===== src/design/lsu_pkg.sv =====
package lsu_pkg;

    // bus widths shared by the store path
    localparam int unsigned ADDR_W = 32;
    localparam int unsigned DATA_W = 32;
    localparam int unsigned STRB_W = 4;

    // one 70-bit store buffer slot
    // valid marks an occupied slot and commit a retired store
    typedef struct packed {
        logic [ADDR_W-1:0] target_addr;
        logic [DATA_W-1:0] write_data;
        logic [STRB_W-1:0] wstrb;
        logic              valid;
        logic              commit;
    } sb_entry_t;

    // stores retired per cycle range from 0 to 2
    typedef logic [1:0] commit_cnt_t;

endpackage


===== src/design/store_buffer.sv =====
module store_buffer #(
    parameter int unsigned SB_SIZE = 4
) (
    input  logic                            clk,
    input  logic                            rst_n,
    input  logic                            flush_i,
    input  lsu_pkg::commit_cnt_t            commit_cnt_i,
    input  logic                            store_valid_i,
    input  logic [lsu_pkg::ADDR_W-1:0]      store_addr_i,
    input  logic [lsu_pkg::DATA_W-1:0]      store_data_i,
    input  logic [lsu_pkg::STRB_W-1:0]      store_strb_i,
    output logic                            store_ready_o,
    output logic                            out_valid_o,
    output lsu_pkg::sb_entry_t              out_entry_o,
    input  logic                            out_ready_i
);

    localparam int unsigned PTR_W = $clog2(SB_SIZE);
    localparam int unsigned CNT_W = PTR_W + 1;

    lsu_pkg::sb_entry_t entries [SB_SIZE];
    lsu_pkg::sb_entry_t new_entry;

    // head is the next free slot, cmt the oldest uncommitted, tail the oldest entry
    logic [PTR_W-1:0]   head_q;
    logic [PTR_W-1:0]   cmt_q;
    logic [PTR_W-1:0]   tail_q;
    logic [PTR_W-1:0]   cmt_nxt;
    // occupied slots and committed slots
    logic [CNT_W-1:0]   cnt_q;
    logic [CNT_W-1:0]   ccnt_q;
    logic [CNT_W-1:0]   ucnt;
    logic [SB_SIZE-1:0] mark;
    logic               push;
    logic               pop;

    assign store_ready_o = cnt_q < CNT_W'(SB_SIZE);
    assign push          = store_valid_i & store_ready_o;
    assign pop           = out_valid_o & out_ready_i;
    assign ucnt          = cnt_q - ccnt_q;
    assign cmt_nxt       = cmt_q + PTR_W'(1);

    assign new_entry = '{
        target_addr: store_addr_i,
        write_data:  store_data_i,
        wstrb:       store_strb_i,
        valid:       1'b1,
        commit:      1'b0
    };

    // drain only retired stores in age order
    assign out_entry_o = entries[tail_q];
    assign out_valid_o = entries[tail_q].valid & entries[tail_q].commit;

    // slots picked up by this cycle's retire count
    always_comb begin
        for (int i = 0; i < SB_SIZE; i++) begin
            mark[i] = ((commit_cnt_i != 2'd0) && (PTR_W'(i) == cmt_q)) ||
                      ((commit_cnt_i == 2'd2) && (PTR_W'(i) == cmt_nxt));
        end
    end

    always_ff @(posedge clk) begin
        if (!rst_n) begin
            head_q <= '0;
            cmt_q  <= '0;
            tail_q <= '0;
            cnt_q  <= '0;
            ccnt_q <= '0;
        end else if (flush_i) begin
            // keep only committed stores and drop a same-cycle push
            head_q <= cmt_q;
            tail_q <= tail_q + PTR_W'(pop);
            cnt_q  <= ccnt_q - CNT_W'(pop);
            ccnt_q <= ccnt_q - CNT_W'(pop);
        end else begin
            head_q <= head_q + PTR_W'(push);
            cmt_q  <= cmt_q + PTR_W'(commit_cnt_i);
            tail_q <= tail_q + PTR_W'(pop);
            cnt_q  <= cnt_q + CNT_W'(push) - CNT_W'(pop);
            ccnt_q <= ccnt_q + CNT_W'(commit_cnt_i) - CNT_W'(pop);
        end
    end

    // push, commit and pop never hit the same slot in one cycle
    always_ff @(posedge clk) begin
        for (int i = 0; i < SB_SIZE; i++) begin
            if (!rst_n) begin
                entries[i].valid  <= 1'b0;
                entries[i].commit <= 1'b0;
            end else if (pop && (PTR_W'(i) == tail_q)) begin
                entries[i] <= '0;
            end else if (flush_i) begin
                if (!entries[i].commit) begin
                    entries[i] <= '0;
                end
            end else if (push && (PTR_W'(i) == head_q)) begin
                entries[i] <= new_entry;
            end else if (mark[i]) begin
                entries[i].commit <= 1'b1;
            end
        end
    end

    // retire never runs ahead of the buffered stores
    a_commit_bound: assert property (@(posedge clk) disable iff (!rst_n)
        !flush_i |-> (commit_cnt_i != 2'd3) && (CNT_W'(commit_cnt_i) <= ucnt))
        else $error("store_buffer: commit count exceeds uncommitted stores");

    // an accepted store lands in a free slot
    a_push_free: assert property (@(posedge clk) disable iff (!rst_n)
        push |-> !entries[head_q].valid)
        else $error("store_buffer: push into a live slot");

endmodule


===== src/design/store_fifo.sv =====
module store_fifo #(
    parameter int unsigned DEPTH = 4
) (
    input  logic               clk,
    input  logic               rst_n,
    input  logic               in_valid_i,
    input  lsu_pkg::sb_entry_t in_entry_i,
    output logic               in_ready_o,
    output logic               out_valid_o,
    output lsu_pkg::sb_entry_t out_entry_o,
    input  logic               out_ready_i
);

    localparam int unsigned PTR_W = $clog2(DEPTH);
    localparam int unsigned CNT_W = PTR_W + 1;

    lsu_pkg::sb_entry_t mem [DEPTH];

    logic [PTR_W-1:0] wr_ptr_q;
    logic [PTR_W-1:0] rd_ptr_q;
    logic [CNT_W-1:0] cnt_q;
    logic             empty;
    logic             full;
    logic             bypass;
    logic             wr_en;
    logic             rd_en;

    assign empty = (cnt_q == '0);
    assign full  = (cnt_q == CNT_W'(DEPTH));

    // empty fifo with a ready consumer acts as a wire
    assign bypass = empty & in_valid_i & out_ready_i;

    assign in_ready_o  = ~full;
    assign out_valid_o = ~empty | in_valid_i;
    assign out_entry_o = empty ? in_entry_i : mem[rd_ptr_q];

    assign wr_en = in_valid_i & in_ready_o & ~bypass;
    assign rd_en = out_ready_i & ~empty;

    always_ff @(posedge clk) begin
        if (!rst_n) begin
            wr_ptr_q <= '0;
            rd_ptr_q <= '0;
            cnt_q    <= '0;
        end else begin
            wr_ptr_q <= wr_ptr_q + PTR_W'(wr_en);
            rd_ptr_q <= rd_ptr_q + PTR_W'(rd_en);
            cnt_q    <= cnt_q + CNT_W'(wr_en) - CNT_W'(rd_en);
        end
    end

    always_ff @(posedge clk) begin
        if (wr_en) begin
            mem[wr_ptr_q] <= in_entry_i;
        end
    end

    // write pointer leads the read pointer by the fill count, never past full
    a_no_wr_full: assert property (@(posedge clk) disable iff (!rst_n)
        (cnt_q <= CNT_W'(DEPTH)) && (wr_ptr_q == rd_ptr_q + PTR_W'(cnt_q)))
        else $error("store_fifo: write pointer out of step with fill count");

endmodule


===== src/design/store_unit_top.sv =====
module store_unit_top #(
    parameter int unsigned SB_SIZE    = 4,
    parameter int unsigned FIFO_DEPTH = 4
) (
    input  logic                        clk,
    input  logic                        rst_n,
    input  logic                        flush_i,
    input  lsu_pkg::commit_cnt_t        commit_cnt_i,
    input  logic                        store_valid_i,
    input  logic [lsu_pkg::ADDR_W-1:0]  store_addr_i,
    input  logic [lsu_pkg::DATA_W-1:0]  store_data_i,
    input  logic [lsu_pkg::STRB_W-1:0]  store_strb_i,
    output logic                        store_ready_o,
    output logic                        wb_cyc_o,
    output logic                        wb_stb_o,
    output logic                        wb_we_o,
    output logic [lsu_pkg::ADDR_W-1:0]  wb_adr_o,
    output logic [lsu_pkg::DATA_W-1:0]  wb_dat_o,
    output logic [lsu_pkg::STRB_W-1:0]  wb_sel_o,
    input  logic                        wb_ack_i
);

    // buffer to fifo
    logic               sb_valid;
    logic               sb_ready;
    lsu_pkg::sb_entry_t sb_entry;

    // fifo to bus master
    logic               fifo_valid;
    logic               fifo_ready;
    lsu_pkg::sb_entry_t fifo_entry;

    store_buffer #(
        .SB_SIZE (SB_SIZE)
    ) u_store_buffer (
        .clk           (clk),
        .rst_n         (rst_n),
        .flush_i       (flush_i),
        .commit_cnt_i  (commit_cnt_i),
        .store_valid_i (store_valid_i),
        .store_addr_i  (store_addr_i),
        .store_data_i  (store_data_i),
        .store_strb_i  (store_strb_i),
        .store_ready_o (store_ready_o),
        .out_valid_o   (sb_valid),
        .out_entry_o   (sb_entry),
        .out_ready_i   (sb_ready)
    );

    store_fifo #(
        .DEPTH (FIFO_DEPTH)
    ) u_store_fifo (
        .clk         (clk),
        .rst_n       (rst_n),
        .in_valid_i  (sb_valid),
        .in_entry_i  (sb_entry),
        .in_ready_o  (sb_ready),
        .out_valid_o (fifo_valid),
        .out_entry_o (fifo_entry),
        .out_ready_i (fifo_ready)
    );

    wb_store_master u_wb_store_master (
        .clk        (clk),
        .rst_n      (rst_n),
        .in_valid_i (fifo_valid),
        .in_entry_i (fifo_entry),
        .in_ready_o (fifo_ready),
        .wb_cyc_o   (wb_cyc_o),
        .wb_stb_o   (wb_stb_o),
        .wb_we_o    (wb_we_o),
        .wb_adr_o   (wb_adr_o),
        .wb_dat_o   (wb_dat_o),
        .wb_sel_o   (wb_sel_o),
        .wb_ack_i   (wb_ack_i)
    );

endmodule


===== src/design/wb_store_master.sv =====
module wb_store_master (
    input  logic                        clk,
    input  logic                        rst_n,
    input  logic                        in_valid_i,
    input  lsu_pkg::sb_entry_t          in_entry_i,
    output logic                        in_ready_o,
    output logic                        wb_cyc_o,
    output logic                        wb_stb_o,
    output logic                        wb_we_o,
    output logic [lsu_pkg::ADDR_W-1:0]  wb_adr_o,
    output logic [lsu_pkg::DATA_W-1:0]  wb_dat_o,
    output logic [lsu_pkg::STRB_W-1:0]  wb_sel_o,
    input  logic                        wb_ack_i
);

    typedef enum logic {
        st_idle,
        st_busy
    } state_t;

    state_t                      state_q;
    logic [lsu_pkg::ADDR_W-1:0]  adr_q;
    logic [lsu_pkg::DATA_W-1:0]  dat_q;
    logic [lsu_pkg::STRB_W-1:0]  sel_q;
    logic                        accept;

    assign in_ready_o = (state_q == st_idle);
    assign accept     = in_valid_i & in_ready_o;

    // one classic write cycle per store with write enable tied high
    assign wb_cyc_o = (state_q == st_busy);
    assign wb_stb_o = (state_q == st_busy);
    assign wb_we_o  = 1'b1;
    assign wb_adr_o = adr_q;
    assign wb_dat_o = dat_q;
    assign wb_sel_o = sel_q;

    always_ff @(posedge clk) begin
        if (!rst_n) begin
            state_q <= st_idle;
        end else begin
            case (state_q)
                st_idle: if (accept) state_q <= st_busy;
                st_busy: if (wb_ack_i) state_q <= st_idle;
                default: state_q <= st_idle;
            endcase
        end
    end

    always_ff @(posedge clk) begin
        if (accept) begin
            adr_q <= in_entry_i.target_addr;
            dat_q <= in_entry_i.write_data;
            sel_q <= in_entry_i.wstrb;
        end
    end

    // request held with a stable payload until acknowledged
    a_req_stable: assert property (@(posedge clk) disable iff (!rst_n)
        (wb_stb_o && !wb_ack_i) |=> wb_stb_o && wb_cyc_o &&
            $stable(wb_adr_o) && $stable(wb_dat_o) && $stable(wb_sel_o))
        else $error("wb_store_master: request dropped or changed before ack");

    // only retired stores ever reach the bus
    a_committed_only: assert property (@(posedge clk) disable iff (!rst_n)
        accept |-> in_entry_i.valid && in_entry_i.commit)
        else $error("wb_store_master: uncommitted store offered to bus");

endmodule


===== config.mk =====
export PLATFORM = sky130hd
export DESIGN_NAME = store_unit_top
export DESIGN_NICKNAME = d
export VERILOG_FILES = /design/src/design/lsu_pkg.sv /design/src/design/store_buffer.sv /design/src/design/store_fifo.sv /design/src/design/store_unit_top.sv /design/src/design/wb_store_master.sv
export SDC_FILE = /design/constraint.sdc
export NUM_CORES = 1
export LEC_CHECK = 0
export ABC_CLOCK_PERIOD_IN_PS = 12250
export BUFFER_PORTS_ARGS = -buffer_cell sky130_fd_sc_hd__buf_2
export CAP_MARGIN = 0
export CORE_MARGIN = 2
export CORE_UTILIZATION = 35
export CTS_CLUSTER_SIZE = 20
export DETAILED_ROUTE_END_ITERATION = 10
export PLACE_DENSITY = 0.56
export RECOVER_POWER = 25
export SLEW_MARGIN = 20
export SYNTH_ARGS = -nofsm -noshare
export SYNTH_HDL_FRONTEND = slang
export SYNTH_HIERARCHICAL = 1
export SYNTH_SLANG_ARGS = --single-unit

===== constraint.sdc =====
create_clock -name clk -period 12.25 [get_ports clk]
set_input_delay 1.225 -clock clk [delete_from_list [all_inputs] [get_ports clk]]
set_output_delay 1.225 -clock clk [all_outputs]
set_load 0.1 [all_outputs]

==> results of run 1 <==
-- metal layers --
metal,wire [um],track usage (%),part of all wire [%]
met4,1130,4.14,1.9
met1,25800,20.6,44
met5,50,0,0.084
met3,2940,2.97,5.0
met2,29400,26.0,50
-- worst min-delay path, delay by kind of cell, from the launching register on --
kind                      cells  cell delay, ns
DFF                           1            0.37
xor gates and xnor gates      1            0.09
and+or+nand+nor               1            0.08
-- where the power goes --
group / switching, mW / internal [mW]
clock: 0.834 / 1.15
sequential: 0.0997 / 2.69
combinational: 1.39 / 0.426
total: 2.33 / 4.26
-- sequential cells by signal (all words and copies together) (netlist names), 3 cells and up --
register                    count
u_wb_store_master/wb_adr_o     32
u_store_fifo/mem              272
u_wb_store_master/wb_dat_o     32
u_store_buffer/cnt_q            3
u_wb_store_master/wb_sel_o      4
u_store_buffer/entries        280
u_store_fifo/cnt_q              3
u_store_buffer/ccnt_q           3
-- cell type report --
class / count / area [sq um] / area share [%]
Inverter: 19 / 71.3 / 0.238
Antenna cell: 4 / 10.0 / 0.0334
Sequential cell: 640 / 19000 / 63.5
Timing Repair Buffer: 168 / 806 / 2.69
Tap cell: 969 / 1210 / 4.05
Clock buffer: 91 / 1870 / 6.25
Multi-Input combinational cell: 617 / 6690 / 22.3
Clock inverter: 32 / 262 / 0.873
-- worst paths after layout --
path	slack, ns	cells after the start	to
min	0.57	2	u_store_buffer/ccnt_q[2]
max reg2reg	6.05	3	u_wb_store_master/wb_dat_o[16]
max	6.05	3	u_wb_store_master/wb_dat_o[16]
min reg2reg	0.57	2	u_store_buffer/ccnt_q[2]
-- through the flow --
step,utilization (%),hold slack (ns),cells,instance area [sq um]
global placement,37.6,0.533,2412,28000
CTS,40.5,0.569,2536,30100
finish,40.3,0.566,2540,29900
floorplan,-,0.497,1351,26200
global route,40.3,0.602,2537,29900
detailed placement,37.6,0.557,2413,28000
==> impl_metrics.csv, run 1 <==
group,metric,value,unit
run_status,status,"complete, but fails checks",
run_status,violations,"max-capacitance violations, max-slew violations",
timing,period_minus_slack,6.20,ns
hold_path,hold_path.class,"reg -> reg",
critical_path,crit_chain,"clkbuf_1 -> mux4_2 -> mux2_2",
clocking,cts_tree,"yes",
critical_path,slowest_delay,2.73,ns
global_route,grt.overflow.total,0,
critical_path,arrival,6.52,ns
timing,skew,0.0256,ns
routing,wl_per_cell,23.4,um
timing,max_freq,161,MHz
clocking,holdBufCountCts,0,
die,dieArea,77100,sq um
clocking,clkSinkCount,640,
global_route,grt_pass1_wl,87700,um
routing,routed_via_density,4.96,
placement,hpwl,33200,um
die,num_rows,100,
synth,syn_nets,1443,
clocking,clk_pin_slew,0.06,ns
timing,relSlewSlack,-151,%
timing,rsz0062_at_grt,"no",
synth,syn_inst,1351,
die,start_util,35.3,%
placement,post-place-ws,8.31,ns
critical_path,r2r-start,"u_store_buffer/tail_q[0]",
run,maxCapViolations,6,
timing,final_hold_viol_count,0,
timing,setup_viol,0,
die,coreArea,74300,sq um
die,die_w,278,um
pwr,power_density,220,nW/um^2
placement,portBuffers,145,
layout,layout_common_cells,"619 x edfxtp_1, 280 x and2_1, 138 x mux4_2",
layout,nets,1609,
critical_path,cp_num_buf_inv,1,
critical_path,worstPathMaxFanout,40,
die,die_h,278,um
routing,drc,0,
routing,vias,12600,
pwr,total_power,6.59,mW
critical_path,cp_top_family,"buffers and inverters",
layout,synthToLayoutAreaGrowth,14.2,%
clocking,numCtsBuffers,71,
synth,yosys_warnings,6,
clocking,ctsResizeCount,0,
clocking,postCtsSetupBuffers,0,
critical_path,worst-setup-path-type,"reg -> reg",
timing,slew_viol_final,193,
critical_path,end_kind,"flop",
routing,wirelength,59400,um
timing,tightest_slew,3.77,ns
global_route,grt_max_degree,70,
routing,drt_iter0_drc,995,
timing,fin_setup_tns,0,ns
layout,drive_gt1_share,25.8,%
pwr,peakVddDrop,0.110,mV
synth,syn_avg_cell_area,19.4,sq um
global_route,grt.total_usage,15.5,%
clocking,cts.path.max_buffers,3,
hold_path,hp-start,"u_store_buffer/ccnt_q[2]",
synth,netlist_area,26200,sq um
pwr,p_leak,9.89,nW
clocking,clk_latency,0.60,ns
timing,min_period_over_period,50.6,%
placement,finalWeightedCongestion,0.743,
critical_path,critPathLaunchType,"flop",
clocking,cts_root_buf,"clkbuf_16",
critical_path,slowest_stage,"clkbuf_1",
clocking,cts-htree-levels,3,
routing,dr.pass1.iters,5,
critical_path,required,12.56,ns
routing,ant_nets,0,
critical_path,crit_path_start,"u_store_buffer/tail_q[0]",
timing,worst_slack,6.05,ns
layout,final_common_cell,"edfxtp_1",
global_route,antenna_found_initial,17,
die,ios,147,
global_route,grt_pass1_vias,13500,
layout,n_fill_cell,6734,
Power figures use the tool's default switching activity.
==> inputs of run 2 (changes only) <==
- ABC_AREA: unset -> 1
- ABC_CLOCK_PERIOD_IN_PS: 12250 -> 5700
- clock period: 12.25 -> 5.7 ns (I/O delays scaled with it)
==> run 2 against run 1 <==
  * The run still ends with max-capacitance violations, max-slew violations left
  * Via count grew 40%
  * Power grew 120%
  * Critical path depth grew 6
  * Register-to-register slack lost 3.9 ns
  * Worst hold slack lost 0.30 ns
  * Clock skew shrank 0.0049 ns
  * Flip-flop and latch count is the same
  * Non-clock buffer count grew 7
  * Die area grew 3.9%
  * Largest cell class unchanged
  * Largest power group unchanged
==> impl_metrics.csv, run 2 <==
group,metric,value,unit
layout,top_regs,"u_store_buffer/entries: 280 flops, u_store_fifo/mem: 272 flops",
critical_path,worstPathMaxFanout,40,
clocking,clkSinkCount,640,
clocking,postCtsSetupBuffers,0,
clocking,cts.path.max_buffers,3,
run_status,violations,"max-capacitance violations, max-slew violations",
timing,worst_slack,2.15,ns
critical_path,slowest_delay,1.15,ns
critical_path,reg2reg_slack,2.15,ns
critical_path,end_kind,"flop",
timing,setup_viol,0,
routing,dr.pass1.iters,6,
die,ios,147,
routing,drc,0,
critical_path,r2r_end,"u_store_buffer/entries[3][20]",
synth,syn_inst,2493,
routing,wirelength,68500,um
timing,final_hold_viol_count,0,
clocking,holdBufCountCts,0,
synth,yosys_warnings,6,
layout,largest_reg_flops,280,
layout,largest_register,"u_store_buffer/entries",
layout,final_common_cell,"nand2_1",
clocking,clk_latency,0.62,ns
placement,post-place-ws,2.34,ns
layout,final_cell_area,30800,sq um
critical_path,critPathLaunchType,"flop",
critical_path,crit_chain,"inv_1 -> nand2_1 -> nand2_1 -> nand2_1 -> nand2_1 -> nand4_1 -> nand3_1 -> buf_4 -> nor2_1",
clocking,numCtsBuffers,69,
timing,slew_viol_final,91,
run_status,status,"complete, but fails checks",
hold_path,min_to,"u_store_buffer/head_q[1]",
die,coreArea,77200,sq um
routing,routed_via_density,4.75,
critical_path,worst_path_most_repeated_cell,"nand2_1",
placement,hpwl,38800,um
synth,syn_nets,2585,
placement,place_area,28900,sq um
critical_path,r2r-start,"u_store_buffer/tail_q[0]",
clocking,cts-htree-levels,3,
global_route,grt.overflow.total,0,
placement,finalWeightedCongestion,0.770,
routing,drt_iter0_drc,1359,
routing,wl_per_cell,18.5,um
timing,tightest_slew,1.61,ns
run,maxCapViolations,3,
critical_path,slowest_stage,"nand3_1",
timing,rsz0062_at_grt,"no",
clocking,ctsResizeCount,0,
layout,layout_common_cells,"680 x nand2_1, 619 x edfxtp_1, 383 x inv_1",
layout,synthToLayoutAreaGrowth,13.2,%
die,dieArea,80100,sq um
synth,netlist_area,27200,sq um
clocking,clk_pin_slew,0.06,ns
hold_path,hold_depth,3,
pwr,peakVddDrop,0.304,mV
layout,final_core_utilization,39.9,%
synth,syn_avg_cell_area,10.9,sq um
global_route,antenna_found_initial,1,
clocking,cts_tree,"yes",
pwr,total_power,14.7,mW
timing,max_freq,282,MHz
clocking,cts_root_buf,"clkbuf_16",
global_route,grt.total_usage,16.9,%
timing,period_minus_slack,3.55,ns
global_route,grt_pass1_wl,105000,um
pwr,p_leak,12.9,nW
timing,min_period_over_period,62.2,%
hold_path,hp-start,"flush_i",
layout,drive_gt1_share,8.52,%
hold_path,hold_path.class,"in -> reg",
routing,ant_nets,0,
layout,nets,2706,
global_route,grt_max_degree,76,
die,start_util,35.3,%
routing,vias,17600,
timing,relSlewSlack,-7.39,%
timing,skew,0.0207,ns
critical_path,worstRegToRegCells,9,
die,num_rows,102,
critical_path,required,6.15,ns
die,die_h,283,um
placement,portBuffers,145,
pwr,power_density,478,nW/um^2
critical_path,arrival,4.00,ns
die,die_w,283,um
global_route,grt_pass1_vias,17800,
critical_path,worst-setup-path-type,"reg -> reg",
-- run 2: critical path, delay by kind of cell (launching register included) --
kind / cells / cell delay, ns
buf+inv: 2 / 0.93
flops: 1 / 0.54
simple gates: 7 / 1.87
-- run 2: how the worst max path moves through the flow --
stage	slack (ns)	to	cells after the start	start
finish	2.15	u_store_buffer/entries[3][20]	9	u_store_buffer/tail_q[0]
detailed placement	2.34	u_store_buffer/entries[0][61]	4	rst_n
floorplan	-0.89	u_store_fifo/mem[0][10]	4	u_wb_store_master/wb_cyc_o
global placement	2.37	u_store_buffer/entries[3][63]	7	flush_i
CTS	2.64	u_wb_store_master/wb_dat_o[30]	6	u_store_fifo/cnt_q[2]
global route	1.86	u_store_buffer/entries[3][14]	9	u_store_buffer/tail_q[0]
-- run 2: layout make-up --
| type | count | area, sq um |
|---|---|---|
| Antenna cell | 1 | 2.50 |
| Clock buffer | 85 | 1790 |
| Clock inverter | 37 | 325 |
| Fill cell | 7372 | 46400 |
| Inverter | 392 | 1480 |
| Multi-Input combinational cell | 1336 | 6060 |
| Sequential cell | 640 | 19000 |
| Tap cell | 1040 | 1300 |
| Timing Repair Buffer | 175 | 861 |
-- run 2: power by group --
part	leakage [nW]	internal (mW)	switching, mW
Clock	1.03	2.39	1.85
Sequential	6.01	5.85	0.242
Combinational	5.82	0.657	3.75
Total	12.9	8.90	5.85
-- run 2: layer usage --
layer,vias up,track usage [%],part of all wire (%)
met3,95,3.20,6.8
li1,8405,-,-
met1,8554,22.6,44
met2,536,28.3,47
met5,-,0,0.019
met4,2,4.59,1.8
-- run 2: through the flow --
stage	hold slack [ns]	cells	TNS, ns
after floorplan	0.466	2493	-242.10
final	0.262	3706	0
after global routing	0.266	3705	0
after detailed placement	0.497	3583	0
after CTS	0.230	3705	0
after global placement	0.497	3583	0
